--- src/bsr_format_pkg.sv ---
`default_nettype none

// ==============================
// BSR storage format
// ==============================
// row_ptr[r] and row_ptr[r+1] bound the blocks of block row r
// col_idx[j] gives the block column of global block j
package bsr_format_pkg;

    // Metadata region selector, sent with every read
    typedef enum logic [1:0] {
        META_ROW_PTR = 2'd0,  // Row pointer table, addressed by row number
        META_COL_IDX = 2'd1   // Column index table, addressed by block index
    } meta_kind_e;

    parameter int META_ADDR_W = 8;   // Metadata word address
    parameter int BLK_IDX_W   = 16;  // Global block index and row pointer values
    parameter int BLK_POS_W   = 16;  // Block row / block column numbers

    // One metadata read request, 10 bits
    typedef struct packed {
        meta_kind_e             kind;  // Which table
        logic [META_ADDR_W-1:0] addr;  // Word within the table
    } meta_req_t;

endpackage : bsr_format_pkg

`default_nettype wire

--- src/bsr_sched_pkg.sv ---
`default_nettype none

// ==============================
// Scheduler types
// ==============================
package bsr_sched_pkg;

    import bsr_format_pkg::*;

    // Block walk FSM
    typedef enum logic [3:0] {
        IDLE        = 4'd0,   // Wait for start
        ROW_PTR_LO  = 4'd1,   // Fetch row_ptr[r]
        ROW_PTR_HI  = 4'd2,   // Fetch row_ptr[r+1]
        CHECK_EMPTY = 4'd3,   // Compare pointers, skip empty row
        COL_IDX     = 4'd4,   // Fetch col_idx[j]
        LOAD        = 4'd5,   // Byte-serial block load
        OFFER       = 4'd6,   // Hold block on systolic port until ready
        WAIT_DONE   = 4'd7,   // Array computing
        NEXT_BLOCK  = 4'd8,   // Step block index within row
        NEXT_ROW    = 4'd9,   // Step block row
        FINISH      = 4'd10   // Run complete
    } sched_state_e;

    // Position of the offered block in the block grid, 32 bits
    typedef struct packed {
        logic [BLK_POS_W-1:0] row;  // Block row
        logic [BLK_POS_W-1:0] col;  // Block column
    } block_pos_t;

endpackage : bsr_sched_pkg

`default_nettype wire

--- src/bsr_meta_reader.sv ---
`default_nettype none

// Single outstanding metadata read
// Request is launched one cycle after meta_go, the word is kept until the next ack
module bsr_meta_reader
    import bsr_format_pkg::*;
(
    input  wire logic        clk_gated,
    input  wire logic        rst_n,
    input  wire logic        meta_go,        // Pulse from FSM
    input  wire meta_req_t   req,            // Request captured on meta_go
    input  wire logic [31:0] meta_rd_data,
    input  wire logic        meta_rd_valid,  // One-cycle strobe, variable delay
    output logic             meta_rd_en,     // One-cycle read pulse
    output meta_req_t        meta_req,       // Held on the port while pending
    output logic [31:0]      meta_word,      // Last returned word
    output logic             meta_ack        // Same cycle as meta_rd_valid
);

    logic pending;  // Read issued, data not back yet

    // Data only counts for a read we actually issued
    assign meta_ack = pending & meta_rd_valid;

    // ==============================
    // Control
    // ==============================
    always_ff @(posedge clk_gated or negedge rst_n) begin
        if (!rst_n) begin
            meta_rd_en <= 1'b0;
            pending    <= 1'b0;
        end else begin
            meta_rd_en <= meta_go;  // Pulse follows go by one cycle
            if (meta_go) begin
                pending <= 1'b1;
            end else if (meta_ack) begin
                pending <= 1'b0;   // Return closes the transaction
            end
        end
    end

    // ==============================
    // Request and returned word
    // ==============================
    always_ff @(posedge clk_gated) begin
        if (meta_go) begin
            meta_req <= req;  // Stays on the port until the next go
        end
        if (meta_ack) begin
            meta_word <= meta_rd_data;  // Visible to the FSM from the cycle after ack
        end
    end

endmodule : bsr_meta_reader

`default_nettype wire

--- src/bsr_block_loader.sv ---
`default_nettype none

// Byte-serial block fetch into a packed buffer
// load_go at cycle 0, reads issued in cycles 1..N, load_done in cycle N+1
module bsr_block_loader
    import bsr_format_pkg::*;
#(
    parameter int BLOCK_DIM = 8
) (
    input  wire logic                 clk_gated,
    input  wire logic                 rst_n,
    input  wire logic                 load_go,        // Pulse from FSM
    input  wire logic [BLK_IDX_W-1:0] load_idx,       // Global block index
    input  wire logic [7:0]           block_rd_data,  // Valid one cycle after enable
    output logic                      block_rd_en,
    output logic [31:0]               block_rd_addr,
    output logic [8*BLOCK_DIM*BLOCK_DIM-1:0] block_data,  // Byte k at [8k +: 8]
    output logic                      load_done
);

    localparam int NBYTES = BLOCK_DIM * BLOCK_DIM;
    localparam int CNT_W  = (NBYTES > 1) ? $clog2(NBYTES) : 1;

    logic             active;    // Read phase running
    logic [CNT_W-1:0] cnt;       // Byte being requested
    logic [31:0]      base;      // Block start address in memory
    logic             vld_d;     // Read data present this cycle
    logic [CNT_W-1:0] cnt_d;     // Slot of the byte in block_rd_data

    assign block_rd_en   = active;
    assign block_rd_addr = base + 32'(cnt);
    assign load_done     = vld_d & (cnt_d == CNT_W'(NBYTES - 1));  // Last byte lands now

    // ==============================
    // Address sequencing
    // ==============================
    always_ff @(posedge clk_gated or negedge rst_n) begin
        if (!rst_n) begin
            active <= 1'b0;
            cnt    <= '0;
            vld_d  <= 1'b0;
        end else begin
            vld_d <= active;  // Memory returns one cycle later
            if (load_go) begin
                active <= 1'b1;
                cnt    <= '0;
            end else if (active) begin
                cnt <= cnt + 1'b1;
                if (cnt == CNT_W'(NBYTES - 1)) begin
                    active <= 1'b0;  // Final address issued
                end
            end
        end
    end

    // Payload side
    always_ff @(posedge clk_gated) begin
        if (load_go) begin
            base <= 32'(load_idx) * 32'(NBYTES);  // idx * bytes per block
        end
        cnt_d <= cnt;
        if (vld_d) begin
            block_data[8*cnt_d +: 8] <= block_rd_data;  // Held until the next load
        end
    end

endmodule : bsr_block_loader

`default_nettype wire

--- src/bsr_sched_fsm.sv ---
`default_nettype none

// Block row walk
// Metadata states issue meta_go on entry and leave on meta_ack
// The word of an ack is read from meta_word one cycle later
module bsr_sched_fsm
    import bsr_format_pkg::*;
    import bsr_sched_pkg::*;
(
    input  wire logic                 clk_gated,
    input  wire logic                 rst_n,
    input  wire logic                 start,
    input  wire logic [15:0]          cfg_num_block_rows,
    input  wire logic [31:0]          meta_word,
    input  wire logic                 meta_ack,
    input  wire logic                 load_done,
    input  wire logic                 systolic_ready,
    input  wire logic                 systolic_done,
    output logic                      meta_go,
    output meta_req_t                 req,
    output logic                      load_go,
    output logic [BLK_IDX_W-1:0]      load_idx,
    output logic                      systolic_valid,
    output block_pos_t                systolic_pos,
    output logic                      busy,
    output logic                      done,
    output logic [31:0]               blocks_processed
);

    sched_state_e         state;
    logic [15:0]          num_rows;   // Latched at start
    logic [BLK_POS_W-1:0] row;        // Current block row
    logic [BLK_IDX_W-1:0] row_start;  // row_ptr[row]
    logic [BLK_IDX_W-1:0] row_end;    // row_ptr[row+1]
    logic [BLK_IDX_W-1:0] blk_idx;    // Current global block

    // ==============================
    // Walk FSM
    // ==============================
    always_ff @(posedge clk_gated or negedge rst_n) begin
        if (!rst_n) begin
            state            <= IDLE;
            num_rows         <= '0;
            row              <= '0;
            row_start        <= '0;
            row_end          <= '0;
            blk_idx          <= '0;
            meta_go          <= 1'b0;
            req              <= '0;
            load_go          <= 1'b0;
            load_idx         <= '0;
            systolic_valid   <= 1'b0;
            systolic_pos     <= '0;
            busy             <= 1'b0;
            done             <= 1'b0;
            blocks_processed <= '0;
        end else begin
            meta_go <= 1'b0;  // Pulses
            load_go <= 1'b0;
            case (state)
                IDLE: begin
                    if (start) begin
                        num_rows         <= cfg_num_block_rows;
                        row              <= '0;
                        blocks_processed <= '0;
                        done             <= 1'b0;
                        if (cfg_num_block_rows == 16'd0) begin
                            state <= FINISH;  // Nothing to walk
                            done  <= 1'b1;
                        end else begin
                            busy     <= 1'b1;
                            meta_go  <= 1'b1;
                            req.kind <= META_ROW_PTR;
                            req.addr <= '0;
                            state    <= ROW_PTR_LO;
                        end
                    end
                end
                ROW_PTR_LO: begin
                    if (meta_ack) begin
                        meta_go  <= 1'b1;  // Second pointer, row + 1
                        req.kind <= META_ROW_PTR;
                        req.addr <= META_ADDR_W'(row + 1'b1);
                        state    <= ROW_PTR_HI;
                    end
                end
                ROW_PTR_HI: begin
                    if (meta_ack) begin
                        row_start <= meta_word[BLK_IDX_W-1:0];  // Still the first pointer
                        state     <= CHECK_EMPTY;
                    end
                end
                CHECK_EMPTY: begin
                    row_end <= meta_word[BLK_IDX_W-1:0];  // Second pointer now
                    blk_idx <= row_start;
                    if (meta_word[BLK_IDX_W-1:0] == row_start) begin
                        state <= NEXT_ROW;  // Empty row, no blocks
                    end else begin
                        meta_go  <= 1'b1;
                        req.kind <= META_COL_IDX;
                        req.addr <= row_start[META_ADDR_W-1:0];
                        state    <= COL_IDX;
                    end
                end
                COL_IDX: begin
                    if (meta_ack) begin
                        load_go  <= 1'b1;
                        load_idx <= blk_idx;
                        state    <= LOAD;
                    end
                end
                LOAD: begin
                    if (load_done) begin
                        systolic_valid   <= 1'b1;
                        systolic_pos.row <= row;
                        systolic_pos.col <= meta_word[BLK_POS_W-1:0];  // Column from ack
                        state            <= OFFER;
                    end
                end
                OFFER: begin
                    if (systolic_ready) begin  // Hand-over, else everything held
                        systolic_valid <= 1'b0;
                        state          <= WAIT_DONE;
                    end
                end
                WAIT_DONE: begin
                    if (systolic_done) begin
                        blocks_processed <= blocks_processed + 32'd1;
                        state            <= NEXT_BLOCK;
                    end
                end
                NEXT_BLOCK: begin
                    if (blk_idx + 1'b1 == row_end) begin
                        state <= NEXT_ROW;  // Row exhausted
                    end else begin
                        blk_idx  <= blk_idx + 1'b1;
                        meta_go  <= 1'b1;
                        req.kind <= META_COL_IDX;
                        req.addr <= META_ADDR_W'(blk_idx + 1'b1);
                        state    <= COL_IDX;
                    end
                end
                NEXT_ROW: begin
                    if (row + 1'b1 == num_rows) begin
                        state <= FINISH;
                        busy  <= 1'b0;
                        done  <= 1'b1;  // High from FINISH on
                    end else begin
                        row      <= row + 1'b1;
                        meta_go  <= 1'b1;  // Both pointers re-read
                        req.kind <= META_ROW_PTR;
                        req.addr <= META_ADDR_W'(row + 1'b1);
                        state    <= ROW_PTR_LO;
                    end
                end
                FINISH: begin
                    state <= IDLE;  // done stays until next start
                end
                default: begin
                    state <= IDLE;
                end
            endcase
        end
    end

endmodule : bsr_sched_fsm

`default_nettype wire

--- src/bsr_scheduler.sv ---
`default_nettype none

// BSR scheduler top
// FSM drives the metadata reader and the block loader, block buffer goes straight out
module bsr_scheduler
    import bsr_format_pkg::*;
    import bsr_sched_pkg::*;
#(
    parameter int BLOCK_DIM = 8  // Block is BLOCK_DIM x BLOCK_DIM bytes
) (
    input  wire logic        clk_gated,
    input  wire logic        rst_n,
    input  wire logic        start,
    input  wire logic [15:0] cfg_num_block_rows,
    // Metadata port
    output logic             meta_rd_en,
    output meta_req_t        meta_req,
    input  wire logic [31:0] meta_rd_data,
    input  wire logic        meta_rd_valid,
    // Block data port
    output logic             block_rd_en,
    output logic [31:0]      block_rd_addr,
    input  wire logic [7:0]  block_rd_data,
    // Systolic port
    output logic             systolic_valid,
    output logic [8*BLOCK_DIM*BLOCK_DIM-1:0] systolic_block,
    output block_pos_t       systolic_pos,
    input  wire logic        systolic_ready,
    input  wire logic        systolic_done,
    // Status
    output logic             busy,
    output logic             done,
    output logic [31:0]      blocks_processed
);

    // ==============================
    // Internal wiring
    // ==============================
    logic                 meta_go;    // FSM -> reader
    meta_req_t            fsm_req;
    logic [31:0]          meta_word;  // Reader -> FSM
    logic                 meta_ack;
    logic                 load_go;    // FSM -> loader
    logic [BLK_IDX_W-1:0] load_idx;
    logic                 load_done;  // Loader -> FSM

    bsr_meta_reader i_bsr_meta_reader (
        .clk_gated     (clk_gated),
        .rst_n         (rst_n),
        .meta_go       (meta_go),
        .req           (fsm_req),
        .meta_rd_data  (meta_rd_data),
        .meta_rd_valid (meta_rd_valid),
        .meta_rd_en    (meta_rd_en),
        .meta_req      (meta_req),
        .meta_word     (meta_word),
        .meta_ack      (meta_ack)
    );

    bsr_block_loader #(
        .BLOCK_DIM (BLOCK_DIM)
    ) i_bsr_block_loader (
        .clk_gated     (clk_gated),
        .rst_n         (rst_n),
        .load_go       (load_go),
        .load_idx      (load_idx),
        .block_rd_data (block_rd_data),
        .block_rd_en   (block_rd_en),
        .block_rd_addr (block_rd_addr),
        .block_data    (systolic_block),  // Buffer is stable through OFFER
        .load_done     (load_done)
    );

    bsr_sched_fsm i_bsr_sched_fsm (
        .clk_gated          (clk_gated),
        .rst_n              (rst_n),
        .start              (start),
        .cfg_num_block_rows (cfg_num_block_rows),
        .meta_word          (meta_word),
        .meta_ack           (meta_ack),
        .load_done          (load_done),
        .systolic_ready     (systolic_ready),
        .systolic_done      (systolic_done),
        .meta_go            (meta_go),
        .req                (fsm_req),
        .load_go            (load_go),
        .load_idx           (load_idx),
        .systolic_valid     (systolic_valid),
        .systolic_pos       (systolic_pos),
        .busy               (busy),
        .done               (done),
        .blocks_processed   (blocks_processed)
    );

endmodule : bsr_scheduler

`default_nettype wire

--- config.mk ---
export PLATFORM = sky130hd
export DESIGN_NAME = bsr_scheduler
export DESIGN_NICKNAME = d
export VERILOG_FILES = /design/src/bsr_format_pkg.sv /design/src/bsr_sched_pkg.sv /design/src/bsr_meta_reader.sv /design/src/bsr_block_loader.sv /design/src/bsr_sched_fsm.sv /design/src/bsr_scheduler.sv
export SDC_FILE = /design/constraint.sdc
export NUM_CORES = 1
export LEC_CHECK = 0
export BUFFER_PORTS_ARGS = -buffer_cell sky130_fd_sc_hd__buf_2
export CAP_MARGIN = 10
export CORE_AREA = 2 2 266 268
export DETAILED_ROUTE_END_ITERATION = 7
export DIE_AREA = 0 0 268 270
export PLACE_DENSITY = 0.7
export SLEW_MARGIN = 20
export SYNTH_ARGS = -nofsm -noshare
export SYNTH_HDL_FRONTEND = slang
export SYNTH_HIERARCHICAL = 1
export SYNTH_SLANG_ARGS = --single-unit
--- constraint.sdc ---
create_clock -name clk_gated -period 6 [get_ports clk_gated]
set_input_delay 0.6 -clock clk_gated [delete_from_list [all_inputs] [get_ports clk_gated]]
set_output_delay 0.6 -clock clk_gated [all_outputs]
set_load 0.1 [all_outputs]
-- Yosys cells after proc, flatten, opt, wreduce, memory -nomap -nowiden
Cells that the tools add are included.
- bits in writable memories: 0
- latch bits: 0
- bits in read-only memories: 0
- flip-flop bits (word level): 749
- output and inout port bits: 623
- memories: 0
- input bits: 62
- magnitude comparators: 0
- muxes and demuxes: 54
- multiply operators: 0
- div/mod/pow operators: 0
- shifts and indexed selects: 2
- equal/unequal tests: 26
- reduce and logical (&&, ||, !) cells: 21
- add/sub/neg operators: 6
- bitwise logic cells: 2
- operators with widths (kind ; number):
    $bwmux W512 ; 1
    $shift A8 B34 Y512 const A ; 1
    $shiftx A8 B34 Y512 ; 1
    $mux W32 ; 2
    $pmux W16 S2 ; 2
    $pmux W32 S2 ; 1
    $mux W10 ; 6
    $pmux W10 S5 ; 1
    $eq A16 B16 Y1 ; 3
    $mux W16 ; 3
    $mux W4 ; 11
    $pmux W4 S10 ; 1
    $neg A9 Y34 ; 1
    $add A16 B1 Y16 const B ; 2
    $add A32 B1 Y32 const B ; 1
    $add A22 B6 Y23 ; 1
    $ne A2 B2 Y1 const B ; 11
    $mux W1 ; 20
    $eq A4 B3 Y1 const B ; 4
    $logic_not A16 Y1 ; 1
    $reduce_and A7 Y1 ; 2
    $eq A6 B6 Y1 const B ; 2
    $mux W6 ; 2
    $reduce_and A3 Y1 ; 4
    other kinds (13) ; 27

-- Longest topological paths before layout
Gate-level depths: netlist (run 1).
- depth after elaboration: 4
- gate-level depth with buffers: 12
- mapped depth without buffers: 10

-- Cells and area by module
Netlist (run 1), hierarchy kept.
- by module, submodules not included (module ; area each (um2) ; instances ; cells an instance ; seq. area each (um2)):
    bsr_block_loader ; 19905.3 ; 1 ; 1404 ; 16175.5
    bsr_sched_fsm ; 9223.8 ; 1 ; 937 ; 4454.3
    bsr_meta_reader ; 1330.0 ; 1 ; 47 ; 1311.3

-- Worst setup path after synthesis (run 1)
No wires, ideal clock.
- kind: reg2reg
- start point: register i_bsr_sched_fsm.row[1]
- end point: register i_bsr_sched_fsm/req[0] (netlist name)
- stages on the path, launching flop included: 12
- setup time: 0.125 ns
- data arrival time: 3.091 ns
- required time: 5.875 ns
- period minus slack after synthesis: 3.217 ns
- setup slack: 2.783 ns
- path through: dfrtp_1 ha_1 xnor2_1 xor2_1 o221ai_1 or4_1 or4_1 buf_6 a21oi_2 nor3b_2 buf_6 mux2_4
- word-level cells in the longest chain between the ends: 4
- ends and longest elaborated chain (element ; line ; RTL):
    from (decl) ; bsr_sched_fsm.sv:32 ; logic [BLK_POS_W-1:0] row;
    from (signal assigned) ; bsr_sched_fsm.sv:149 ; row <= row + 1'b1;
    $add A16 B1 Y16 ; - ;
    $eq A16 B16 Y1 ; bsr_sched_fsm.sv:144 ; if (row + 1'b1 == num_rows) begin
    $ne A2 B2 Y1 (no line) ; - ;
    $reduce_and A7 Y1 (no line) ; - ;
No other way between the ends.
A chain may end at the register's enable or synchronous reset.

-- Worst setup path in the final report (run 1)
- start point: register i_bsr_sched_fsm.row[3]
- end point: register i_bsr_sched_fsm/req[6] (netlist name)
- word-level cells in the longest chain between the ends: 4
- elaborated cells on any way between the ends: 7
- those cells by class: add/sub (1); eq/ne (2); mux (3); reduce/logical (1)
- ends and longest elaborated chain (element ; line):
    $add A16 B1 Y16 * ; bsr_sched_fsm.sv:83, bsr_sched_fsm.sv:152
    $eq A16 B16 Y1 ; bsr_sched_fsm.sv:144
    $ne A2 B2 Y1 (no line) ; -
    $reduce_and A7 Y1 (no line) ; -
Every way passes the cells marked *; elsewhere a longest branch is shown, timed or not. The select of a mux whose other input is x is not followed.

==> summary.md, run 1 <==
| Metric | Value |
|---|---|
| Syn Area/Cell | 12.6 µm² |
| CTS tree | done |
| Initial Util | 0.431 |
| # rows | 97 |
| Clock Path Buffers | 3 |
| I/O Pins | 685 |
| Tot GR Track Use | 0.247 |
| Clk_lat worst skew | 630 ps |
| P&R area growth vs syn | 22.2% |
| Crit path DAT | 4720 ps |
| Pleak | 14.1 nW |
| Vias per std cell | 5.36 |
| Multi-input logic area | 7890 µm² |
| Most frequent cells in the layout | buf_2, nor2_1, edfxtp_1 |
| Period utilization | 0.704 |
| Outcome | complete, no violations |
| Fillers | 5898 |
| Post-route ant nets | 0 |
| # nets final | 3068 |
| DRC | 0 |
| Fmax | 237 MHz |
| Worst setup EP type | register |
| Share of layout cells above drive strength 1 | 0.294 |
| Sink Count | 748 |
| P per Cell Area | 458 nW/µm² |
| Reg clk slew, reported paths | 60 ps |
| RSZ-0062 raised after global routing | false |
| Clock Tree Root | clkbuf_16 |
| # H-tree levels | 3 |
| Fin cells | 4005 |
| Core area | 69500 µm² |
| Max-Cap Viols | 0 |
| Setup Skew | 27.4 ps |
| # diodes | 0 |
| Synthesized area | 30000 µm² |
| Chip height | 270 µm |
| Wirelength per Cell | 22.8 µm |
| Count of buffers from port buffering | 658 |
| Worst Tran Pin Value | 1070 ps |
| Antenna violations before repair | 1 |
| Largest net degree at the start of global routing | 72 |
| Yosys warns | 6 |
| Element type at the critical path start | register |
| Commonest non-fill, non-tap cell in the layout | buf_2 |
| TritonRoute pass-1 iters | 5 |
| Global-route wire length before repair | 133000 µm |
| Peak VDD IR | 0.000344 V |
| Inst Count DP | 3857 |
| Final min period | 4220 ps |
| Vias | 21452 |
| Req. time, crit path | 6500 ps |
| Maximum fanout along the worst path | 11 |
| Worst R2R Setup Slack | 1780 ps |
| Die W | 268 µm |
| WL final | 91400 µm |
| Num CTS Buffers | 79 |
| Worst hold-check path type | primary input to register |
| CP Class | register to register |
| Setup TNS | 0 ps |
| Final slew viol count | 0 |
| DRT iter0 DRCs | 1947 |
| Final Hold Fails | 0 |
| Post-Synthesis Cells | 2372 |
| Register area | 21500 µm² |
| Dpl hpwl | 64800 µm |
| Worst slew margin | 0.286 |
| Final Wtd Congestion | 0.887 |
| Grt ovf | 0 |
| Post-CTS sizing | 0 |
| Setup violators final | 0 |
| Vias in the first global route | 20027 |
| Die area | 72400 µm² |
-- final timing paths --
path                       cells past startpoint                   startpoint                                   to
max                                            8       i_bsr_sched_fsm/row[3]               i_bsr_sched_fsm/req[6]
min                                            1             meta_rd_data[10]      i_bsr_meta_reader/meta_word[10]
max reg2reg                                    8       i_bsr_sched_fsm/row[3]               i_bsr_sched_fsm/req[6]
min reg2reg                                    0  i_bsr_sched_fsm/load_idx[7]          i_bsr_block_loader/base[13]
max in group asynchronous                      3                        rst_n      i_bsr_sched_fsm/systolic_pos[6]
min in group asynchronous                      2                        rst_n  i_bsr_sched_fsm/blocks_processed[3]
-- power by group --
part | internal [W] | total, W | switching, W
clock network | 0.00269 | 0.00475 | 0.00206
registers | 0.00623 | 0.00683 | 0.000604
logic | 0.00103 | 0.00519 | 0.00416
total | 0.00995 | 0.0168 | 0.00682
-- metal layers --
layer | share of wire | global-route usage | vias up
met2 | 0.47 | 0.396 | 1170
li1 | - | - | 9540
met1 | 0.38 | 0.314 | 10542
met3 | 0.10 | 0.0621 | 198
met4 | 0.047 | 0.115 | 2
met5 | 0.00011 | 0 | -
-- flip-flops by register name, indices dropped and copies added, names as in the netlist, 4 cells and up --
| register | cells |
|---|---|
| i_bsr_block_loader/cnt_d | 6 |
| i_bsr_sched_fsm/row | 16 |
| i_bsr_block_loader/cnt | 6 |
| i_bsr_sched_fsm/blk_idx | 16 |
| i_bsr_meta_reader/meta_word | 16 |
| i_bsr_sched_fsm/row_start | 16 |
| i_bsr_sched_fsm/state | 4 |
| i_bsr_sched_fsm/blocks_processed | 32 |
| i_bsr_block_loader/block_data | 512 |
| i_bsr_sched_fsm/load_idx | 16 |
| i_bsr_meta_reader/meta_req | 10 |
| i_bsr_sched_fsm/req | 9 |
| i_bsr_sched_fsm/row_end | 16 |
| i_bsr_block_loader/base | 16 |
| i_bsr_sched_fsm/num_rows | 16 |
| i_bsr_sched_fsm/systolic_pos | 32 |
-- repair_timing --
action                                 4_1_cts  5_1_grt
hold buffers                                 1        0
endpoints found under the hold margin       52        0
buffers inserted                             0        0
-- worst max-delay path, stage by stage (launching register included) --
cell	delay (ps)
dfrtp_1	570
nand4_2	380
nor2_1	470
o221ai_1	190
or4_1	540
or4_1	600
a21oi_2	210
nor3b_2	770
mux2_4	360
-- final cells by class --
class | count | share of cell area
multi-input combinational | 1467 | 0.215
timing repair buffer | 684 | 0.0956
sequential | 748 | 0.586
tap | 940 | 0.0321
clock inverter | 44 | 0.0114
clock buffer | 103 | 0.0576
inverter | 19 | 0.00195
-- stage by stage --
stage	util	power [W]	area, µm²	setup slack [ps]	hold slack [ps]
2_1_floorplan	-	0.0107	30000	2780	304
3_3_place_gp	0.490	0.0120	34100	1870	433
3_5_place_dp	0.490	0.0121	34100	1840	438
4_1_cts	0.526	0.0168	36600	1810	103
5_1_grt	0.527	0.0174	36600	1510	114
6_report	0.527	0.0168	36600	1780	150
Note: power is estimated with default switching activity, not from simulation.
==> run 2, diff against run 1 <==
==> constraint.sdc (replaced) <==
create_clock -name clk_gated -period 4.2 [get_ports clk_gated]
set_input_delay 0.42 -clock clk_gated [delete_from_list [all_inputs] [get_ports clk_gated]]
set_output_delay 0.42 -clock clk_gated [all_outputs]
set_load 0.1 [all_outputs]
==> run 2 against run 1 <==
Net effect:
- die area unchanged
- worst setup slack worse by 1200 ps
- largest power group unchanged
- sequential share of layout area down 0.58 points
- highest routed layer is now met4
- maximum frequency up 15%
- non-clock buffer count up 31
- routed wire length up 1.1%
- combinational power up 46%
==> summary.md, run 2 (synthesis results as in run 1) <==
| Metric | Value |
|---|---|
| Outcome | complete, no violations |
| Hold slack | 48.4 ps (-101 ps) |
| Num CTS Buffers | 78 (-1.3%) |
| DRT iter0 DRCs | 2128 (+9.3%) |
| WHS Path Cells | 2 (+1) |
| Worst slew margin | 0.276 (-0.0104) |
| Worst setup path start | i_bsr_sched_fsm/row[3] |
| Sink Count | 748 (unchanged) |
| CP Class | register to register |
| Top cell by count, worst path | or4_1 |
| Fillers | 5798 (-1.7%) |
| Die W | 268 µm (unchanged) |
| Period utilization | 0.872 (+0.169) |
| Crit-path slowest cell | or4_1 |
| Count of buffers from port buffering | 658 (unchanged) |
| Slowest stage delay, CP | 590 ps (-180 ps) |
| Chip height | 270 µm (unchanged) |
| Setup violators final | 0 (unchanged) |
| Critical path's top delay family | simple AND/OR/NAND/NOR gates |
| Maximum fanout along the worst path | 11 (unchanged) |
| P per Cell Area | 654 nW/µm² (+43%) |
| Wirelength per Cell | 22.9 µm (+0.46%) |
| Worst setup EP type | register |
| Clock Path Buffers | 3 (unchanged) |
| Worst flop-to-flop path endpoint | i_bsr_sched_fsm/req[6] |
| CTS tree | done |
| Clk_lat worst skew | 630 ps (about the same) |
| Stages on worst setup path | 9 (+1) |
| Max-Cap Viols | 0 (unchanged) |
| Crit path DAT | 4160 ps (-560 ps) |
| Most frequent cells in the layout | buf_2, nor2_1, edfxtp_1 |
| CTS hold repair buffers | 17 (+16) |
| Worst Tran Pin Value | 1080 ps (+16.3 ps) |
| Buf/Inv on CP | 1 (+1) |
| Setup TNS | 0 ps (unchanged) |
| Grt ovf | 0 (unchanged) |
| Setup repair bufs after CTS | 0 (unchanged) |
| Max reg flops | 512 (unchanged) |
| # diodes | 0 (unchanged) |
| I/O Pins | 685 (unchanged) |
| Largest net degree at the start of global routing | 107 (+49%) |
| Commonest non-fill, non-tap cell in the layout | buf_2 |
| Initial Util | 0.431 (unchanged) |
| Peak VDD IR | 0.000403 V (+17%) |
| Dpl hpwl | 66000 µm (+1.8%) |
| Setup Skew | 33.3 ps (+5.89 ps) |
| Die area | 72400 µm² (unchanged) |
| Req. time, crit path | 4700 ps (-1800 ps) |
| WHS Endpoint | i_bsr_sched_fsm/num_rows[12] |
| P&R area growth vs syn | 23.4% |
| Vias | 21502 (+0.23%) |
| Pleak | 14.4 nW (+1.7%) |
| Critical path, cell by cell | nand4_2, nor2_1, o221ai_1, or4_1, or4_1, a21oi_2, nor3b_2, buf_4, mux2_4 |
| Tot GR Track Use | 0.250 (+0.00354) |
| Dpl cell area | 34200 µm² (+0.48%) |
| Final Hold Fails | 0 (unchanged) |
| DRC | 0 (unchanged) |
| # rows | 97 (unchanged) |
| Hold_sp | cfg_num_block_rows[12] |
| WL final | 92400 µm (+1.1%) |
| Design area | 37000 µm² (+1.0%) |
| Fmax | 273 MHz (+15%) |
| Inst Count DP | 3872 (+0.39%) |
| Reg clk slew, reported paths | 60 ps (about the same) |
| Worst R2R Setup Slack | 540 ps (-1240 ps) |
| Top flop regs | i_bsr_block_loader/block_data (512), i_bsr_sched_fsm/blocks_processed (32), i_bsr_sched_fsm/systolic_pos (32) |
| TritonRoute pass-1 iters | 5 (unchanged) |
| Worst hold-check path type | primary input to register |
| Vias in the first global route | 20409 (+1.9%) |
| Final Wtd Congestion | 0.906 (+2.2%) |
| Clock Tree Root | clkbuf_16 |
| Reg2reg path depth | 9 (+1) |
| RSZ-0062 raised after global routing | false |
| Final min period | 3660 ps (-558 ps) |
| Critical R2R Launch | i_bsr_sched_fsm/row[3] |
| Reg with most FFs | i_bsr_block_loader/block_data |
| Antenna violations before repair | 0 (-1) |
| # nets final | 3098 (+0.98%) |
| Post-route ant nets | 0 (unchanged) |
| # H-tree levels | 3 (unchanged) |
| Post-CTS sizing | 0 (unchanged) |
| Share of layout cells above drive strength 1 | 0.300 (+0.00571) |
| Fin cells | 4030 (+0.62%) |
| Core area | 69500 µm² (unchanged) |
| Final slew viol count | 0 (unchanged) |
| Vias per std cell | 5.34 (-0.39%) |
| Element type at the critical path start | register |
| Global-route wire length before repair | 134000 µm (+1.0%) |
## run 2: changes by cell type in the layout (fill, tap and decap cells not counted), sizes merged
| cell | change |
|---|---|
| buf | +15 |
| clkbuf | -5 |
| dlygate4sd3 | +16 |
| bufinv | +3 |
| clkinv | -5 |
| clkinvlp | +1 |
## run 2: per-layer routing
metal,track usage,up-vias,wire [µm]
met3,0.0618,222,9020
met1,0.309,10498,34300
li1,-,9582,-
met2,0.415,1200,44700
met4,0.112,0,4440
met5,0,-,0
## run 2: report_power, final
part	total (W)	internal, W	leakage, nW	switching, W
sequential	0.00966	0.00889	7.57	0.000769
clock	0.00695	0.00399	1.26	0.00296
combinational	0.00758	0.00158	5.53	0.00600
total	0.0242	0.0145	14.4	0.00973
## run 2: metrics by stage
step           power, W  setup slack [ps]   util
2_1_floorplan    0.0152               983      -
3_3_place_gp     0.0173               638  0.492
3_5_place_dp     0.0173               573  0.492
4_1_cts          0.0243               550  0.532
5_1_grt          0.0252               292  0.532
6_report         0.0242               536  0.532
## run 2: area by class of cell
| type | count | area (µm²) | area share |
|---|---|---|---|
| Clock buffer | 98 | 2080 | 0.0562 |
| Clock inverter | 43 | 503 | 0.0136 |
| Inverter | 19 | 71.3 | 0.00193 |
| Multi-Input combinational cell | 1467 | 7880 | 0.213 |
| Sequential cell | 748 | 21500 | 0.580 |
| Tap cell | 940 | 1180 | 0.0318 |
| Timing Repair Buffer | 715 | 3820 | 0.103 |
## run 2: worst reg2reg max path: cells and delay by family (launching register included)
kind,cells,cell delay [ps]
AND/OR/NAND/NOR,5,2060
flip-flops,1,580
multiplexers,1,320
buffers and inverters,1,230
AO/OA/AOI/OAI,2,360
## run 2: worst max path at each step
stage / endpoint / slack, ps
after floorplan: i_bsr_sched_fsm/req[0] / 980
after global placement: i_bsr_sched_fsm/blk_idx[1] / 640
after detailed placement: i_bsr_sched_fsm/blk_idx[1] / 570
after CTS: i_bsr_sched_fsm/blk_idx[1] / 550
after global routing: i_bsr_block_loader/block_data[392] / 290
final: i_bsr_sched_fsm/req[6] / 540
==> run 3, diff against run 2 <==
--- a/config.mk
+++ b/config.mk
@@ -10,7 +10,7 @@
 export CORE_AREA = 2 2 266 268
 export DETAILED_ROUTE_END_ITERATION = 7
 export DIE_AREA = 0 0 268 270
-export PLACE_DENSITY = 0.7
+export PLACE_DENSITY = 0.72
 export SLEW_MARGIN = 20
 export SYNTH_ARGS = -nofsm -noshare
 export SYNTH_HDL_FRONTEND = slang
==> constraint.sdc (replaced) <==
create_clock -name clk_gated -period 3.2 [get_ports clk_gated]
set_input_delay 0.32 -clock clk_gated [delete_from_list [all_inputs] [get_ports clk_gated]]
set_output_delay 0.32 -clock clk_gated [all_outputs]
set_load 0.1 [all_outputs]
==> run 3 against run 2 <==
Net effect:
- combinational power up 40%
- power up 33%
- clock skew up 21 ps
- routed wire length up 0.19%
- count of clock-buffer cells in the layout unchanged
- hold slack better by 42 ps
- global-route usage up 0.058 points
- core utilization up 2.0 points
- clock power up 29%
- die area unchanged
- sequential share of layout area down 2.0 points
- critical path depth up 1
==> summary.md, run 3 (synthesis results as in run 1) <==
| Metric | Value |
|---|---|
| Reg with most FFs | i_bsr_block_loader/block_data |
| Hold_sp | systolic_ready |
| Critical path, cell by cell | buf_4, nand3_4, nor2_4, xor3_1, or4_1, or4_4, a21oi_4, nor3b_4, buf_6, mux2_4 |
| Reg clk slew, reported paths | 60 ps (about the same) |
| P per Cell Area | 837 nW/µm² (+28%) |
| Worst setup EP type | register |
| DRT iter0 DRCs | 2113 (-0.70%) |
| Vias | 22256 (+3.5%) |
| Initial Util | 0.431 (unchanged) |
| I/O Pins | 685 (unchanged) |
| Grt ovf | 0 (unchanged) |
| Count of buffers from port buffering | 658 (unchanged) |
| P&R area growth vs syn | 27.9% |
| Antenna violations before repair | 0 (unchanged) |
| Share of layout cells above drive strength 1 | 0.333 (+0.0329) |
| DRC | 0 (unchanged) |
| Clock Path Buffers | 3 (unchanged) |
| Sink Count | 748 (unchanged) |
| Worst slew margin | 0.254 (-0.0220) |
| Core area | 69500 µm² (unchanged) |
| # nets final | 3257 (+5.1%) |
| Register area | 21500 µm² (about the same) |
| Max reg flops | 512 (unchanged) |
| # H-tree levels | 3 (unchanged) |
| Critical R2R Launch | i_bsr_sched_fsm/row[1] |
| CP Class | register to register |
| Final Hold Fails | 0 (unchanged) |
| Crit path DAT | 3630 ps (-530 ps) |
| Slowest stage delay, CP | 570 ps (-20 ps) |
| Pwr Total | 0.0321 W (+33%) |
| Outcome | complete, no violations |
| Die area | 72400 µm² (unchanged) |
| Clk pwr share | 0.280 (-0.007) |
| Global-route wire length before repair | 135000 µm (+1.1%) |
| Vias per std cell | 5.31 (-0.47%) |
| Clk_lat worst skew | 650 ps (+20 ps) |
| Period utilization | 0.982 (+0.110) |
| Element type at the critical path start | register |
| Most frequent cells in the layout | buf_2, nor2_1, edfxtp_1 |
| Num CTS Buffers | 79 (+1.3%) |
| Switching Fraction | 0.401 (-0.00123) |
| Worst hold-check path type | primary input to register |
| Fmax | 318 MHz (+17%) |
| Fillers | 5758 (-0.69%) |
| Die W | 268 µm (unchanged) |
| Seq pwr share | 0.390 (-0.009) |
| Tot GR Track Use | 0.251 (+0.000578) |
| Clock Tree Root | clkbuf_16 |
| Final slew viol count | 0 (unchanged) |
| Setup Skew | 53.8 ps (+20.5 ps) |
| # rows | 97 (unchanged) |
| CTS tree | done |
| Final Wtd Congestion | 0.881 (-2.8%) |
| Comb pwr share | 0.330 (+0.017) |
| Final Core Density | 0.551 (+0.0195) |
| Post-route ant nets | 0 (unchanged) |
| Critical path's top delay family | simple AND/OR/NAND/NOR gates |
| Sw power | 0.0129 W (+32%) |
| Wirelength per Cell | 22.1 µm (-3.7%) |
| Top flop regs | i_bsr_block_loader/block_data (512), i_bsr_sched_fsm/blocks_processed (32), i_bsr_sched_fsm/systolic_pos (32) |
| Worst setup path start | i_bsr_sched_fsm/row[1] |
| Crit-path slowest cell | or4_4 |
| TritonRoute pass-1 iters | 6 (+1) |
| Worst Tran Pin Value | 1110 ps (+27.6 ps) |
| Dpl hpwl | 65900 µm (-0.18%) |
| Setup violators final | 0 (unchanged) |
| Int Pwr | 0.0192 W (+33%) |
| Largest net degree at the start of global routing | 93 (-13%) |
| Chip height | 270 µm (unchanged) |
| WL final | 92600 µm (+0.19%) |
| Peak VDD IR | 0.000536 V (+33%) |
| Req. time, crit path | 3680 ps (-1020 ps) |
| Buf/Inv on CP | 2 (+1) |
| Max-Cap Viols | 0 (unchanged) |
| Multi-input logic area | 7970 µm² (+1.2%) |
| Vias in the first global route | 21346 (+4.6%) |
| Final min period | 3140 ps (-520 ps) |
| Commonest non-fill, non-tap cell in the layout | buf_2 |
| Pleak | 15.2 nW (+6.0%) |
| RSZ-0062 raised after global routing | true |
| Maximum fanout along the worst path | 7 (-4) |
run 3: cell count changes in the layout (fill, tap and decap cells not counted), sizes merged:
cell	delta
dlygate4sd3	+17
bufinv	-3
buf	+141
inv	+1
diode	+1
clkinvlp	+4
run 3: cell type report:
class                           count  share of cell area
Multi-Input combinational cell   1467               0.208
Clock buffer                       98              0.0550
Clock inverter                     45              0.0114
Inverter                           19             0.00186
Timing Repair Buffer              873               0.133
Tap cell                          940              0.0307
Antenna cell                        1           0.0000653
Sequential cell                   748               0.560
run 3: stage by stage:
stage | setup slack [ps] | cell area (µm²) | hold slack (ps) | TNS [ps] | std cells
6_report | 56.2 | 38300 | 90.4 | 0 | 4191
5_1_grt | -43.1 | 38300 | 74.7 | -197 | 4190
4_1_cts | 0.967 | 38100 | 47.9 | 0 | 4176
3_5_place_dp | -48.7 | 35200 | 438 | -291 | 3999
3_3_place_gp | -18.4 | 35200 | 434 | -126 | 3999
2_1_floorplan | 1.13 | 30000 | 24.4 | 0 | 2381
run 3: metal layers:
metal | GRT usage | vias up | wire length, µm
met5 | 0 | - | 0
met1 | 0.307 | 10912 | 34500
met2 | 0.420 | 1221 | 45000
met3 | 0.0532 | 224 | 8250
li1 | - | 9899 | -
met4 | 0.123 | 0 | 4820
run 3: worst paths after layout:
check | endpoint | slack (ps) | cells after the start
setup / recovery | i_bsr_sched_fsm/req[7] | 60 | 10
hold / removal | i_bsr_sched_fsm/systolic_valid | 90 | 4
setup reg to reg | i_bsr_sched_fsm/req[7] | 60 | 10
hold reg to reg | i_bsr_block_loader/base[11] | 450 | 0
max in group asynchronous | i_bsr_sched_fsm/load_idx[2] | 1940 | 3
min in group asynchronous | i_bsr_sched_fsm/blocks_processed[3] | 310 | 2
run 3: power groups by stage:
stage                     clock network, W  registers (W)  logic (W)
after detailed placement                 0         0.0127     0.0104
after CTS                          0.00913         0.0125     0.0105
final                              0.00899         0.0125     0.0106
after global placement                   0         0.0127     0.0103
after global routing               0.00950         0.0126     0.0112
after floorplan                          0         0.0154    0.00444
run 3: timing repair:
action                                  4_1_cts  5_1_grt
setup buffers                                 0       13
cloned                                        0        1
gates resized for setup                       3       23
hold endpoints to repair                    122        0
pin swaps                                     0        8
endpoints found under the setup margin        7       15
hold buffers                                 34        0
run 3: tightest hold or removal path, cell delays in order:
cell     delay (ps)
buf_2           110
nand3_1          70
a21oi_1          60
nor2_1           90
